File: src/verilog/pool_ctrl_pkg.sv
package pool_ctrl_pkg;

  localparam int LWIDTH = 8; // sizes and coordinates

  typedef logic [LWIDTH-1:0] size_t;

  // latency seen from an accepted pixel
  localparam int D_POOLBUF = 1; // pixel to col_max
  localparam int D_POOL    = 2; // col_max to out_pixel

  typedef enum logic {
    s_wait,
    s_active
  } pool_state_t;

endpackage

File: src/verilog/pool_data_pkg.sv
package pool_data_pkg;

  localparam int DWIDTH = 16;

  typedef logic signed [DWIDTH-1:0] pixel_t;

  // loses every compare
  localparam pixel_t PIXEL_MIN = {1'b1, {(DWIDTH-1){1'b0}}};

endpackage

File: src/verilog/ctrl_pool.sv
module ctrl_pool
  import pool_ctrl_pkg::*;
  ( input  logic  clk
  , input  logic  xrst
  , input  logic  in_start
  , input  logic  in_valid
  , input  size_t fea_size
  , input  size_t pool_size
  , output logic  out_start
  , output logic  out_valid
  , output logic  out_stop
  , output size_t feat_addr
  , output logic  feat_first
  , output logic  feat_en
  , output logic  pool_first
  , output logic  pool_oe
  );

  pool_state_t state;
  size_t       fea_r;
  size_t       pool_r;
  size_t       pix_x;
  size_t       pix_y;
  size_t       win_x;
  size_t       win_y;
  logic        act_valid;
  logic        last_col;
  logic        last_row;
  logic        last_win_x;
  logic        last_win_y;
  logic        win_first;
  logic        win_start;
  logic        win_valid;
  logic        win_stop;

  logic [D_POOLBUF-1:0] buf_first;
  logic [D_POOLBUF-1:0] buf_start;
  logic [D_POOLBUF-1:0] buf_valid;
  logic [D_POOLBUF-1:0] buf_stop;
  logic [D_POOL-2:0]    pool_start; // leaves one stage early
  logic [D_POOL-1:0]    pool_valid;
  logic [D_POOL-1:0]    pool_stop;

  always_ff @(posedge clk) begin
    if (!xrst) begin
      state  <= s_wait;
      fea_r  <= '0;
      pool_r <= '0;
    end else begin
      case (state)
        s_wait: begin
          if (in_start) begin
            state  <= s_active;
            fea_r  <= fea_size;
            pool_r <= pool_size;
          end
        end
        s_active: begin
          if (out_stop) begin
            state <= s_wait; // last result is out
          end
        end
        default: state <= s_wait;
      endcase
    end
  end

  assign act_valid  = (state == s_active) && in_valid;
  assign last_col   = pix_x == fea_r - 1'b1;
  assign last_row   = pix_y == fea_r - 1'b1;
  assign last_win_x = win_x == pool_r - 1'b1;
  assign last_win_y = win_y == pool_r - 1'b1;

  always_ff @(posedge clk) begin
    if (!xrst || state == s_wait) begin
      pix_x <= '0;
      pix_y <= '0;
      win_x <= '0;
      win_y <= '0;
    end else if (act_valid) begin
      pix_x <= last_col ? '0 : pix_x + 1'b1;
      win_x <= last_win_x ? '0 : win_x + 1'b1;
      if (last_col) begin
        pix_y <= last_row ? '0 : pix_y + 1'b1;
        win_y <= last_win_y ? '0 : win_y + 1'b1;
      end
    end
  end

  // per-pixel window events before any delay
  assign win_first = act_valid && win_x == '0;
  assign win_valid = act_valid && last_win_x && last_win_y;
  assign win_start = act_valid && pix_x == pool_r - 1'b1 && pix_y == pool_r - 1'b1;
  assign win_stop  = act_valid && last_col && last_row;

  always_ff @(posedge clk) begin
    if (!xrst) begin
      buf_first  <= '0;
      buf_start  <= '0;
      buf_valid  <= '0;
      buf_stop   <= '0;
      pool_start <= '0;
      pool_valid <= '0;
      pool_stop  <= '0;
    end else begin
      for (int i = D_POOLBUF - 1; i > 0; i--) begin
        buf_first[i] <= buf_first[i-1];
        buf_start[i] <= buf_start[i-1];
        buf_valid[i] <= buf_valid[i-1];
        buf_stop[i]  <= buf_stop[i-1];
      end
      buf_first[0] <= win_first;
      buf_start[0] <= win_start;
      buf_valid[0] <= win_valid;
      buf_stop[0]  <= win_stop;
      for (int i = D_POOL - 1; i > 0; i--) begin
        pool_valid[i] <= pool_valid[i-1];
        pool_stop[i]  <= pool_stop[i-1];
      end
      for (int i = D_POOL - 2; i > 0; i--) begin
        pool_start[i] <= pool_start[i-1];
      end
      pool_start[0] <= buf_start[D_POOLBUF-1];
      pool_valid[0] <= buf_valid[D_POOLBUF-1];
      pool_stop[0]  <= buf_stop[D_POOLBUF-1];
    end
  end

  assign feat_addr  = pix_x;
  assign feat_first = win_y == '0; // top row of the band
  assign feat_en    = act_valid;
  assign pool_first = buf_first[D_POOLBUF-1];
  assign pool_oe    = pool_valid[D_POOL-2];
  assign out_start  = pool_start[D_POOL-2];
  assign out_valid  = pool_valid[D_POOL-1];
  assign out_stop   = pool_stop[D_POOL-1];

endmodule

File: src/verilog/buf_feat.sv
module buf_feat
  import pool_ctrl_pkg::*;
  import pool_data_pkg::*;
  #( parameter int MAX_FEA = 32
  )
  ( input  logic   clk
  , input  logic   xrst
  , input  logic   feat_en
  , input  logic   feat_first
  , input  size_t  feat_addr
  , input  pixel_t in_pixel
  , output pixel_t col_max
  );

  localparam int AW = $clog2(MAX_FEA);

  pixel_t        mem [MAX_FEA]; // one partial max per column
  logic [AW-1:0] addr;
  pixel_t        stored;
  pixel_t        wr_data;
  pixel_t        col_reg;

  assign addr = feat_addr[AW-1:0];

  // first row of a band starts the column over
  assign stored  = feat_first ? PIXEL_MIN : mem[addr];
  assign wr_data = (in_pixel > stored) ? in_pixel : stored;

  always_ff @(posedge clk) begin
    if (feat_en) begin
      mem[addr] <= wr_data;
    end
  end

  // held through input gaps
  always_ff @(posedge clk) begin
    if (!xrst) begin
      col_reg <= '0;
    end else if (feat_en) begin
      col_reg <= wr_data;
    end
  end

  assign col_max = col_reg;

endmodule

File: src/verilog/pool_max.sv
module pool_max
  import pool_data_pkg::*;
  ( input  logic   clk
  , input  logic   xrst
  , input  logic   pool_first
  , input  logic   pool_oe
  , input  pixel_t col_max
  , output pixel_t out_pixel
  );

  pixel_t run_max; // max over columns seen in this window
  pixel_t base;
  pixel_t upd_max;
  pixel_t out_reg;

  assign base    = pool_first ? PIXEL_MIN : run_max; // new window
  assign upd_max = (col_max > base) ? col_max : base;

  // repeated col_max during a gap leaves the max unchanged
  always_ff @(posedge clk) begin
    run_max <= upd_max;
  end

  always_ff @(posedge clk) begin
    if (!xrst) begin
      out_reg <= '0;
    end else if (pool_oe) begin
      out_reg <= run_max; // holds until next window
    end
  end

  assign out_pixel = out_reg;

endmodule

File: src/verilog/pool_top.sv
module pool_top
  import pool_ctrl_pkg::*;
  import pool_data_pkg::*;
  #( parameter int MAX_FEA = 32
  )
  ( input  logic   clk
  , input  logic   xrst
  , input  logic   in_start
  , input  logic   in_valid
  , input  pixel_t in_pixel
  , input  size_t  fea_size
  , input  size_t  pool_size
  , output logic   out_start
  , output logic   out_valid
  , output logic   out_stop
  , output pixel_t out_pixel
  );

  size_t  feat_addr;
  logic   feat_first;
  logic   feat_en;
  logic   pool_first;
  logic   pool_oe;
  pixel_t col_max;

  ctrl_pool u_ctrl_pool
    ( .clk        (clk)
    , .xrst       (xrst)
    , .in_start   (in_start)
    , .in_valid   (in_valid)
    , .fea_size   (fea_size)
    , .pool_size  (pool_size)
    , .out_start  (out_start)
    , .out_valid  (out_valid)
    , .out_stop   (out_stop)
    , .feat_addr  (feat_addr)
    , .feat_first (feat_first)
    , .feat_en    (feat_en)
    , .pool_first (pool_first)
    , .pool_oe    (pool_oe)
    );

  buf_feat #(.MAX_FEA(MAX_FEA)) u_buf_feat
    ( .clk        (clk)
    , .xrst       (xrst)
    , .feat_en    (feat_en)
    , .feat_first (feat_first)
    , .feat_addr  (feat_addr)
    , .in_pixel   (in_pixel)
    , .col_max    (col_max)
    );

  pool_max u_pool_max
    ( .clk        (clk)
    , .xrst       (xrst)
    , .pool_first (pool_first)
    , .pool_oe    (pool_oe)
    , .col_max    (col_max)
    , .out_pixel  (out_pixel)
    );

endmodule

File: config.mk
export PLATFORM = sky130hd
export DESIGN_NAME = pool_top
export DESIGN_NICKNAME = d
export VERILOG_FILES = /design/src/verilog/pool_ctrl_pkg.sv /design/src/verilog/pool_data_pkg.sv /design/src/verilog/ctrl_pool.sv /design/src/verilog/buf_feat.sv /design/src/verilog/pool_max.sv /design/src/verilog/pool_top.sv
export SDC_FILE = /design/constraint.sdc
export NUM_CORES = 1
export LEC_CHECK = 0
export BUFFER_PORTS_ARGS = -buffer_cell sky130_fd_sc_hd__buf_2
export CORE_MARGIN = 3
export CORE_UTILIZATION = 55
export CTS_BUF_LIST = sky130_fd_sc_hd__clkbuf_4
export CTS_CLUSTER_DIAMETER = 50
export DETAILED_ROUTE_END_ITERATION = 12
export PLACE_DENSITY = 0.8
export SETUP_SLACK_MARGIN = 0.15
export SYNTH_ARGS = -nofsm -noshare
export SYNTH_HDL_FRONTEND = slang
export SYNTH_SLANG_ARGS = --single-unit
File: constraint.sdc
create_clock -name clk -period 9.05 [get_ports clk]
set_input_delay 2.715 -clock clk [delete_from_list [all_inputs] [get_ports clk]]
set_output_delay 2.715 -clock clk [all_outputs]
set_load 0.005 [all_outputs]
==> impl_metrics.ini, run 1 <==
[route]
vias = 15500
detailedRoute.firstPassIterationCount = 7
route.detailed.vias_per_inst = 6.31
drtAntennaViolNets = 0
post_drt_wl_per_cell_um = 26.3
drt_first_iter_violations = 1932
drt_drc_violations_left = 0
routed_wirelength_mm = 64.5

[timing]
clock-skew-final_ns = 0.0805
final_max_slew_viol_count = 0
timing.final.ws_setup_ns = 3.05
worst_slew_pin_slew_ns = 1.22
report.final.setup_viol = 0
hold_viol = 0
finalCritPeriodShare_pct = 66.3
grt_setup_unrepaired = false
max_slew_margin_pct = 18.9
final.setup.tns_ns = 0
clock.fmax_mhz = 167
worst_hold_slack_ns = 0.442
fin_crit_ns = 6.00

[synthesis]
ys_seq_elements = 623
synth_enable_flop_cells = 512
synth_area_um2 = 26000
synthCells = 1555
post_synth_top_flop = sky130_fd_sc_hd__edfxtp_1
async_flop_share_pct = 0
mean_area_per_synthesized_cell_um2 = 16.7
ys_top_cells_by_area = sky130_fd_sc_hd__edfxtp_1 59%, sky130_fd_sc_hd__mux4_2 13%, sky130_fd_sc_hd__dfxtp_1 8.6%
synth_cell_types = 70
synth_top_area_cell = sky130_fd_sc_hd__edfxtp_1
synth-seq-area-share_pct = 67.7
synthesis.nets = 1634
yosys_warnings = 0
synthDominantCellAreaShare_pct = 59.2

[setup_path]
worstPathCellList = buf_4, mux4_2, mux4_2, o21ai_1, ha_1, nand4_1, or3_1, a21oi_1, o31a_1, or2_1, a21oi_1, inv_1
worst_path_max_delay_cell = sky130_fd_sc_hd__dfxtp_4
regToRegEndpoint = u_buf_feat.mem[12][7]
worst-r2r-setup-slack_ns = 3.05
crit_path_start_kind = flip-flop
worstPathRequired_ns = 9.57
critPathMaxStageDelay_ns = 0.89
largest_delay_contributor_family_on_the_critical_path = buffers and inverters
critPathBufInv = 2
critical_path_arrival_ns = 6.51
crit_type = reg2reg
critical_path_depth = 12
critPathMaxFanout = 40
end_kind = flip-flop
timing.reg2reg.worst_path_depth = 12
cp-endpoint = u_buf_feat.mem[12][7]

[placement]
place_congestion = 0.855
numPortBuffers = 54
placed_wire_length_estimate_mm = 36.8
detailedPlace.worstSlack_ns = 2.98

[clocking]
numCtsBuffers = 150
cts-root-to-sink-buffers = 3
clock-root-buffer = sky130_fd_sc_hd__clkbuf_4
hold_buffers = 0
clk_pin_slew_ns = 0.07
ctsResizeCount = 0
cts_max_level = 4
cts_tree = done
numClockSinks = 623
insertion_delay_of_the_later_clocked_pin_in_the_worst_skew_pair_ns = 0.90
post_cts.repair.setup_buffers = 0

[pwr]
powerDensity_nw_per_um2 = 205
post-layout-total-power_mw = 5.94
cellInternalPower_mw = 4.54
standby_leakage_power_nw = 9.55
share_comb_of_total_power_pct = 7.0
power.switching_fraction_pct = 23.6
power.switching_mw = 1.40
pwr-share-clk_pct = 39.4
worst_supply_voltage_drop_on_vdd_v = 0.000113
power.sequential.fraction_pct = 53.7

[hold_path]
hold_path.class = reg2reg
worst_hold_startpoint = u_ctrl_pool.buf_valid

[floorplanning]
die_area_um2 = 49900
row_count = 79
top_level_ports = 55
initial_util_pct = 55.7
die_h_um = 223
die_width_um = 223
coreArea_um2 = 46700

[final_layout]
final_layout_size_suffix_gt1_share_pct = 28.7
final-seq-area_um2 = 17600
most_common_library_cell_in_the_layout_ignoring_fill_and_taps = sky130_fd_sc_hd__edfxtp_1
areaGrowthSynthToFinish_pct = 11.8
multi_input_area_um2 = 7840
n_fill_cell = 3212
mostFrequentLayoutCells = 512 x sky130_fd_sc_hd__edfxtp_1, 227 x sky130_fd_sc_hd__clkbuf_4, 145 x sky130_fd_sc_hd__mux4_2
final_net_count = 1800

[grt]
grt_first_pass_wirelength_mm = 96.2
globalRouteOverflowTotal = 0
antenna_violations_before_repair = 1
grt_pass1_vias = 15600
grt_start_max_net_pins = 95
global_route_usage_over_all_layers_pct = 26.3

[job]
cap_violations = 0

[run_status]
status = finished clean
[worst min-delay path by stage]
stage / endpoint / slack (ns) / depth (start not counted)
floorplan: u_ctrl_pool.out_start / 0.41 / 1
global placement: u_ctrl_pool.pool_valid[0] / 0.42 / 1
detailed placement: u_ctrl_pool.pool_stop[1] / 0.42 / 1
CTS: u_ctrl_pool.pool_valid[0] / 0.44 / 1
global route: u_ctrl_pool.pool_valid[0] / 0.47 / 1
finish: u_ctrl_pool.pool_valid[0] / 0.44 / 1
[area by class of cell]
class | instances | area share, %
timing repair buffer | 99 | 2.18
clock inverter | 46 | 1.01
tap | 607 | 2.61
multi-input combinational | 793 | 27.0
antenna | 4 | 0.0345
inverter | 54 | 0.698
clock buffer | 227 | 5.87
sequential | 623 | 60.6
[registers in the layout (all words and copies together), names as in the netlist, 8 cells and up, named ones only]
name,cells
u_ctrl_pool.win_x,8
u_buf_feat.col_max,16
u_ctrl_pool.pool_r,8
u_ctrl_pool.win_y,8
u_pool_max.run_max,16
u_ctrl_pool.pix_y,8
u_buf_feat.mem,512
u_ctrl_pool.feat_addr,8
u_pool_max.out_pixel,16
u_ctrl_pool.fea_r,8
[power by group through the flow]
stage	Sequential, mW	Clock (mW)	Combinational, mW
after floorplan	3.23	0	0.312
after global placement	3.25	0	0.390
after CTS	3.19	2.38	0.410
final	3.19	2.34	0.414
after global routing	3.19	2.52	0.455
after detailed placement	3.25	0	0.406
[cell usage after synthesis (all sizes together) (15+ instances only)]
cell type and number:
a21boi 19, xor2 24, buf 35, nor2b 24, ha 43, mux2i 46
dfxtp 111, nand4 17, a21oi 47, nand2b 18, o21ai 43, nor3 30
o22ai 15, a211oi 25, mux4 145, nor2 75, nand2 69, inv 54
clkbuf 50, edfxtp 512, xnor2 22, nand3 20
[layer usage]
layer  track usage, %  wire length, µm
met1             33.2            22800
met2             42.3            31700
met3             7.12             7100
met4             13.4             2870
met5                0                0
[per-stage QoR]
step                      util (%)  cells  area [µm²]
final                         62.3   2453       29100
after detailed placement      58.0   2176       27000
after global placement        58.0   2176       27000
after floorplan                  -   1555       26000
after global routing          62.3   2451       29000
after CTS                     62.2   2449       29000
[logic make-up after synthesis]
| logic type | count (synthesis) | synth area share (%) |
|---|---|---|
| flip-flops | 623 | 67.7 |
| buffers and inverters | 139 | 2.25 |
| AND/OR/NAND/NOR | 311 | 6.51 |
| adder cells (fa/ha/maj) | 43 | 2.07 |
| multiplexers | 194 | 14.5 |
| AO/OA/AOI/OAI | 191 | 4.74 |
| XOR/XNOR | 54 | 2.24 |
No activity file was read; power rests on OpenSTA's default activity.
==> inputs of run 2 (changes only) <==
--- a/config.mk
+++ b/config.mk
@@ -5,13 +5,14 @@
 export SDC_FILE = /design/constraint.sdc
 export NUM_CORES = 1
 export LEC_CHECK = 0
+export ABC_AREA = 1
 export BUFFER_PORTS_ARGS = -buffer_cell sky130_fd_sc_hd__buf_2
 export CORE_MARGIN = 3
 export CORE_UTILIZATION = 55
 export CTS_BUF_LIST = sky130_fd_sc_hd__clkbuf_4
 export CTS_CLUSTER_DIAMETER = 50
 export DETAILED_ROUTE_END_ITERATION = 12
-export PLACE_DENSITY = 0.8
+export PLACE_DENSITY = 0.83
 export SETUP_SLACK_MARGIN = 0.15
 export SYNTH_ARGS = -nofsm -noshare
 export SYNTH_HDL_FRONTEND = slang
==> constraint.sdc (replaced) <==
create_clock -name clk -period 5.07 [get_ports clk]
set_input_delay 1.521 -clock clk [delete_from_list [all_inputs] [get_ports clk]]
set_output_delay 1.521 -clock clk [all_outputs]
set_load 0.005 [all_outputs]
==> run 2 against run 1 <==
Net effect:
- clock power up 73%
- combinational power rose to 2.6 times the previous value
- register-to-register slack worse by 2.8 ns
- flip-flop and latch count unchanged
- critical endpoint is now u_buf_feat.mem[14][11]
- setup slack worse by 2.8 ns
- design area up 4.9%
- synthesized cell count up 78%
- via count up 42%
- clock skew down 0.0034 ns
- critical path depth up 9
- synthesized area up 5.0%
- count of clock-buffer cells in the layout down 5
==> impl_metrics.ini, run 2 <==
[final_layout]
max_flop_register = u_buf_feat.mem
areaGrowthSynthToFinish_pct = 11.7
post-route-cell-area_um2 = 30500
layout.core_utilization_pct = 63.0
final_layout_size_suffix_gt1_share_pct = 13.7
n_fill_cell = 3624
most_common_library_cell_in_the_layout_ignoring_fill_and_taps = sky130_fd_sc_hd__nand2_1
mostFrequentLayoutCells = 896 x sky130_fd_sc_hd__nand2_1, 512 x sky130_fd_sc_hd__edfxtp_1, 502 x sky130_fd_sc_hd__nand3_1
max_reg_flops = 512
final_net_count = 2986

[pwr]
power.sequential.fraction_pct = 53.3
standby_leakage_power_nw = 12.0
cellInternalPower_mw = 8.10
power.switching_fraction_pct = 25.7
pwr-share-clk_pct = 37.0
powerDensity_nw_per_um2 = 357
share_comb_of_total_power_pct = 9.7
power.switching_mw = 2.80
worst_supply_voltage_drop_on_vdd_v = 0.000178

[setup_path]
worst_path_max_delay_cell = sky130_fd_sc_hd__dfxtp_4
critical_path_arrival_ns = 5.29
worstPathCellList = inv_8, buf_12, nand2_1, nand2_1, nand2_1, nand3_1, nand3_1, nand3_1, nand2_1, nand2_1, inv_1, ha_1, nand2_1, inv_1, nand3_1, nor2_1, nand3_1, nand3_2, nand2_1, nand2_1, clkinvlp_4
critPathMaxFanout = 67
end_kind = flip-flop
critPathMaxStageDelay_ns = 0.49
timing.reg2reg.worst_path_depth = 21
worst-r2r-setup-slack_ns = 0.22
critPathMostFrequentCell = sky130_fd_sc_hd__nand2_1
largest_delay_contributor_family_on_the_critical_path = simple AND/OR/NAND/NOR gates
critPathBufInv = 5
crit_type = reg2reg
critical_path_depth = 21
worstPathRequired_ns = 5.52
crit_path_start_kind = flip-flop

[synthesis]
yosys_warnings = 0
synth_cell_types = 33
mean_area_per_synthesized_cell_um2 = 9.88
synth_top_area_cell = sky130_fd_sc_hd__edfxtp_1
synthesis.nets = 2840
synthCells = 2761
synth_area_um2 = 27300
ys_seq_elements = 623
synthMostInstantiatedCell = sky130_fd_sc_hd__nand2_1
post_synth_top_flop = sky130_fd_sc_hd__edfxtp_1
synth_enable_flop_cells = 512
ys_top_cells_by_area = sky130_fd_sc_hd__edfxtp_1 56%, sky130_fd_sc_hd__nand2_1 12%, sky130_fd_sc_hd__nand3_1 9.2%
async_flop_share_pct = 0
yosys-top-cells-count = 896 x sky130_fd_sc_hd__nand2_1, 512 x sky130_fd_sc_hd__edfxtp_1, 502 x sky130_fd_sc_hd__nand3_1
synthDominantCellAreaShare_pct = 56.3
synth-seq-area-share_pct = 64.5

[floorplanning]
die_width_um = 229
die_area_um2 = 52300
top_level_ports = 55
die_h_um = 229
row_count = 80
coreArea_um2 = 48300
initial_util_pct = 56.4

[job]
cap_violations = 0

[route]
vias = 21900
drt_drc_violations_left = 0
route.detailed.vias_per_inst = 5.98
drtAntennaViolNets = 0
post_drt_wl_per_cell_um = 20.8
drt_first_iter_violations = 2955
detailedRoute.firstPassIterationCount = 6
routed_wirelength_mm = 76.3

[placement]
post_dp_cell_area_um2 = 28500
placed_wire_length_estimate_mm = 44.4
place_congestion = 0.963
numPortBuffers = 54

[hold_path]
holdPathStages = 2
hold_path.class = reg2reg

[timing]
clock.fmax_mhz = 206
grt_setup_unrepaired = true
final_max_slew_viol_count = 0
fin_crit_ns = 4.85
finalCritPeriodShare_pct = 95.6
max_slew_margin_pct = 44.9
worst_hold_slack_ns = 0.415
final.setup.tns_ns = 0
worst_slew_pin_slew_ns = 0.825
report.final.setup_viol = 0
clock-skew-final_ns = 0.0771
hold_viol = 0

[clocking]
insertion_delay_of_the_later_clocked_pin_in_the_worst_skew_pair_ns = 0.89
numClockSinks = 623
cts-root-to-sink-buffers = 3
cts_tree = done
cts_max_level = 4
numCtsBuffers = 150
clock-root-buffer = sky130_fd_sc_hd__clkbuf_4
clk_pin_slew_ns = 0.07
hold_buffers = 0

[grt]
grt_start_max_net_pins = 77
grt_pass1_vias = 21100
global_route_usage_over_all_layers_pct = 28.2
grt_first_pass_wirelength_mm = 115
antenna_violations_before_repair = 4
globalRouteOverflowTotal = 0

[run_status]
status = finished clean
[run 2: cell count changes after synthesis, sizes merged, moves of 30 or more]
cell / delta
buf: +56
mux2i: -46
nand4: +32
mux4: -145
inv: +99
nor2: +81
nand2: +829
nand3: +487
o21ai: +30
[run 2: path summary, 6_finish.rpt]
kind	from	to
hold reg to reg	u_ctrl_pool.buf_start	u_ctrl_pool.out_start
setup / recovery	flip-flop	u_buf_feat.mem[14][11]
setup reg to reg	flip-flop	u_buf_feat.mem[14][11]
hold / removal	u_ctrl_pool.buf_start	u_ctrl_pool.out_start
[run 2: layout make-up]
| class | count | area (µm²) | share of cell area (%) |
|---|---|---|---|
| sequential | 623 | 17600 | 57.8 |
| timing repair inverter | 6 | 45.0 | 0.148 |
| antenna | 4 | 10.0 | 0.0328 |
| clock inverter | 30 | 191 | 0.628 |
| clock buffer | 222 | 1670 | 5.47 |
| timing repair buffer | 129 | 1010 | 3.31 |
| tap | 656 | 821 | 2.69 |
| inverter | 153 | 637 | 2.09 |
| multi-input combinational | 1844 | 8490 | 27.9 |
[run 2: power groups by stage]
stage	Clock, mW	Combinational [mW]	Sequential [mW]
3_5_place_dp	0	0.974	5.91
5_1_grt	4.36	1.17	5.81
4_1_cts	4.06	0.978	5.80
6_report	4.04	1.06	5.80
2_1_floorplan	0	0.709	5.88
3_3_place_gp	0	0.920	5.90
[run 2: routing by layer]
| layer | wire, µm | up-vias | global-route usage [%] |
|---|---|---|---|
| met5 | 0 | - | 0 |
| met4 | 4010 | 0 | 14.0 |
| met3 | 8970 | 316 | 6.77 |
| met2 | 36200 | 1573 | 45.4 |
| met1 | 27200 | 10300 | 35.8 |
| li1 | - | 9802 | - |
[run 2: cells by family after synthesis]
logic type                 synth area share (%)
buffers and inverters                      4.45
DFF                                        64.5
and+or+nand+nor                            25.6
AOI/OAI and AO/OA                          2.67
adders and majority gates                  1.97
xor gates and xnor gates                  0.834
[run 2: worst register-to-register path: cells and delay by family, from the launching register on]
family        cells  cell delay, ns
flops             1            0.49
fa+ha+maj         1            0.35
simple gates     15            2.30
buf+inv           5            1.30
[run 2: stage by stage]
stage | total power [mW] | cells | setup slack, ns
final | 10.9 | 3667 | 0.222
after global routing | 11.3 | 3667 | 0.0914
after CTS | 10.8 | 3654 | 0.329
after detailed placement | 6.88 | 3402 | 0.376
after global placement | 6.82 | 3402 | 0.552
after floorplan | 6.59 | 2761 | 1.31
[run 2: timing repair]
action / in CTS / in global routing
gates resized for setup: 0 / 21
endpoints found under the hold margin: 0 / 0
setup buffers: 0 / 3
setup endpoints to repair: 0 / 480
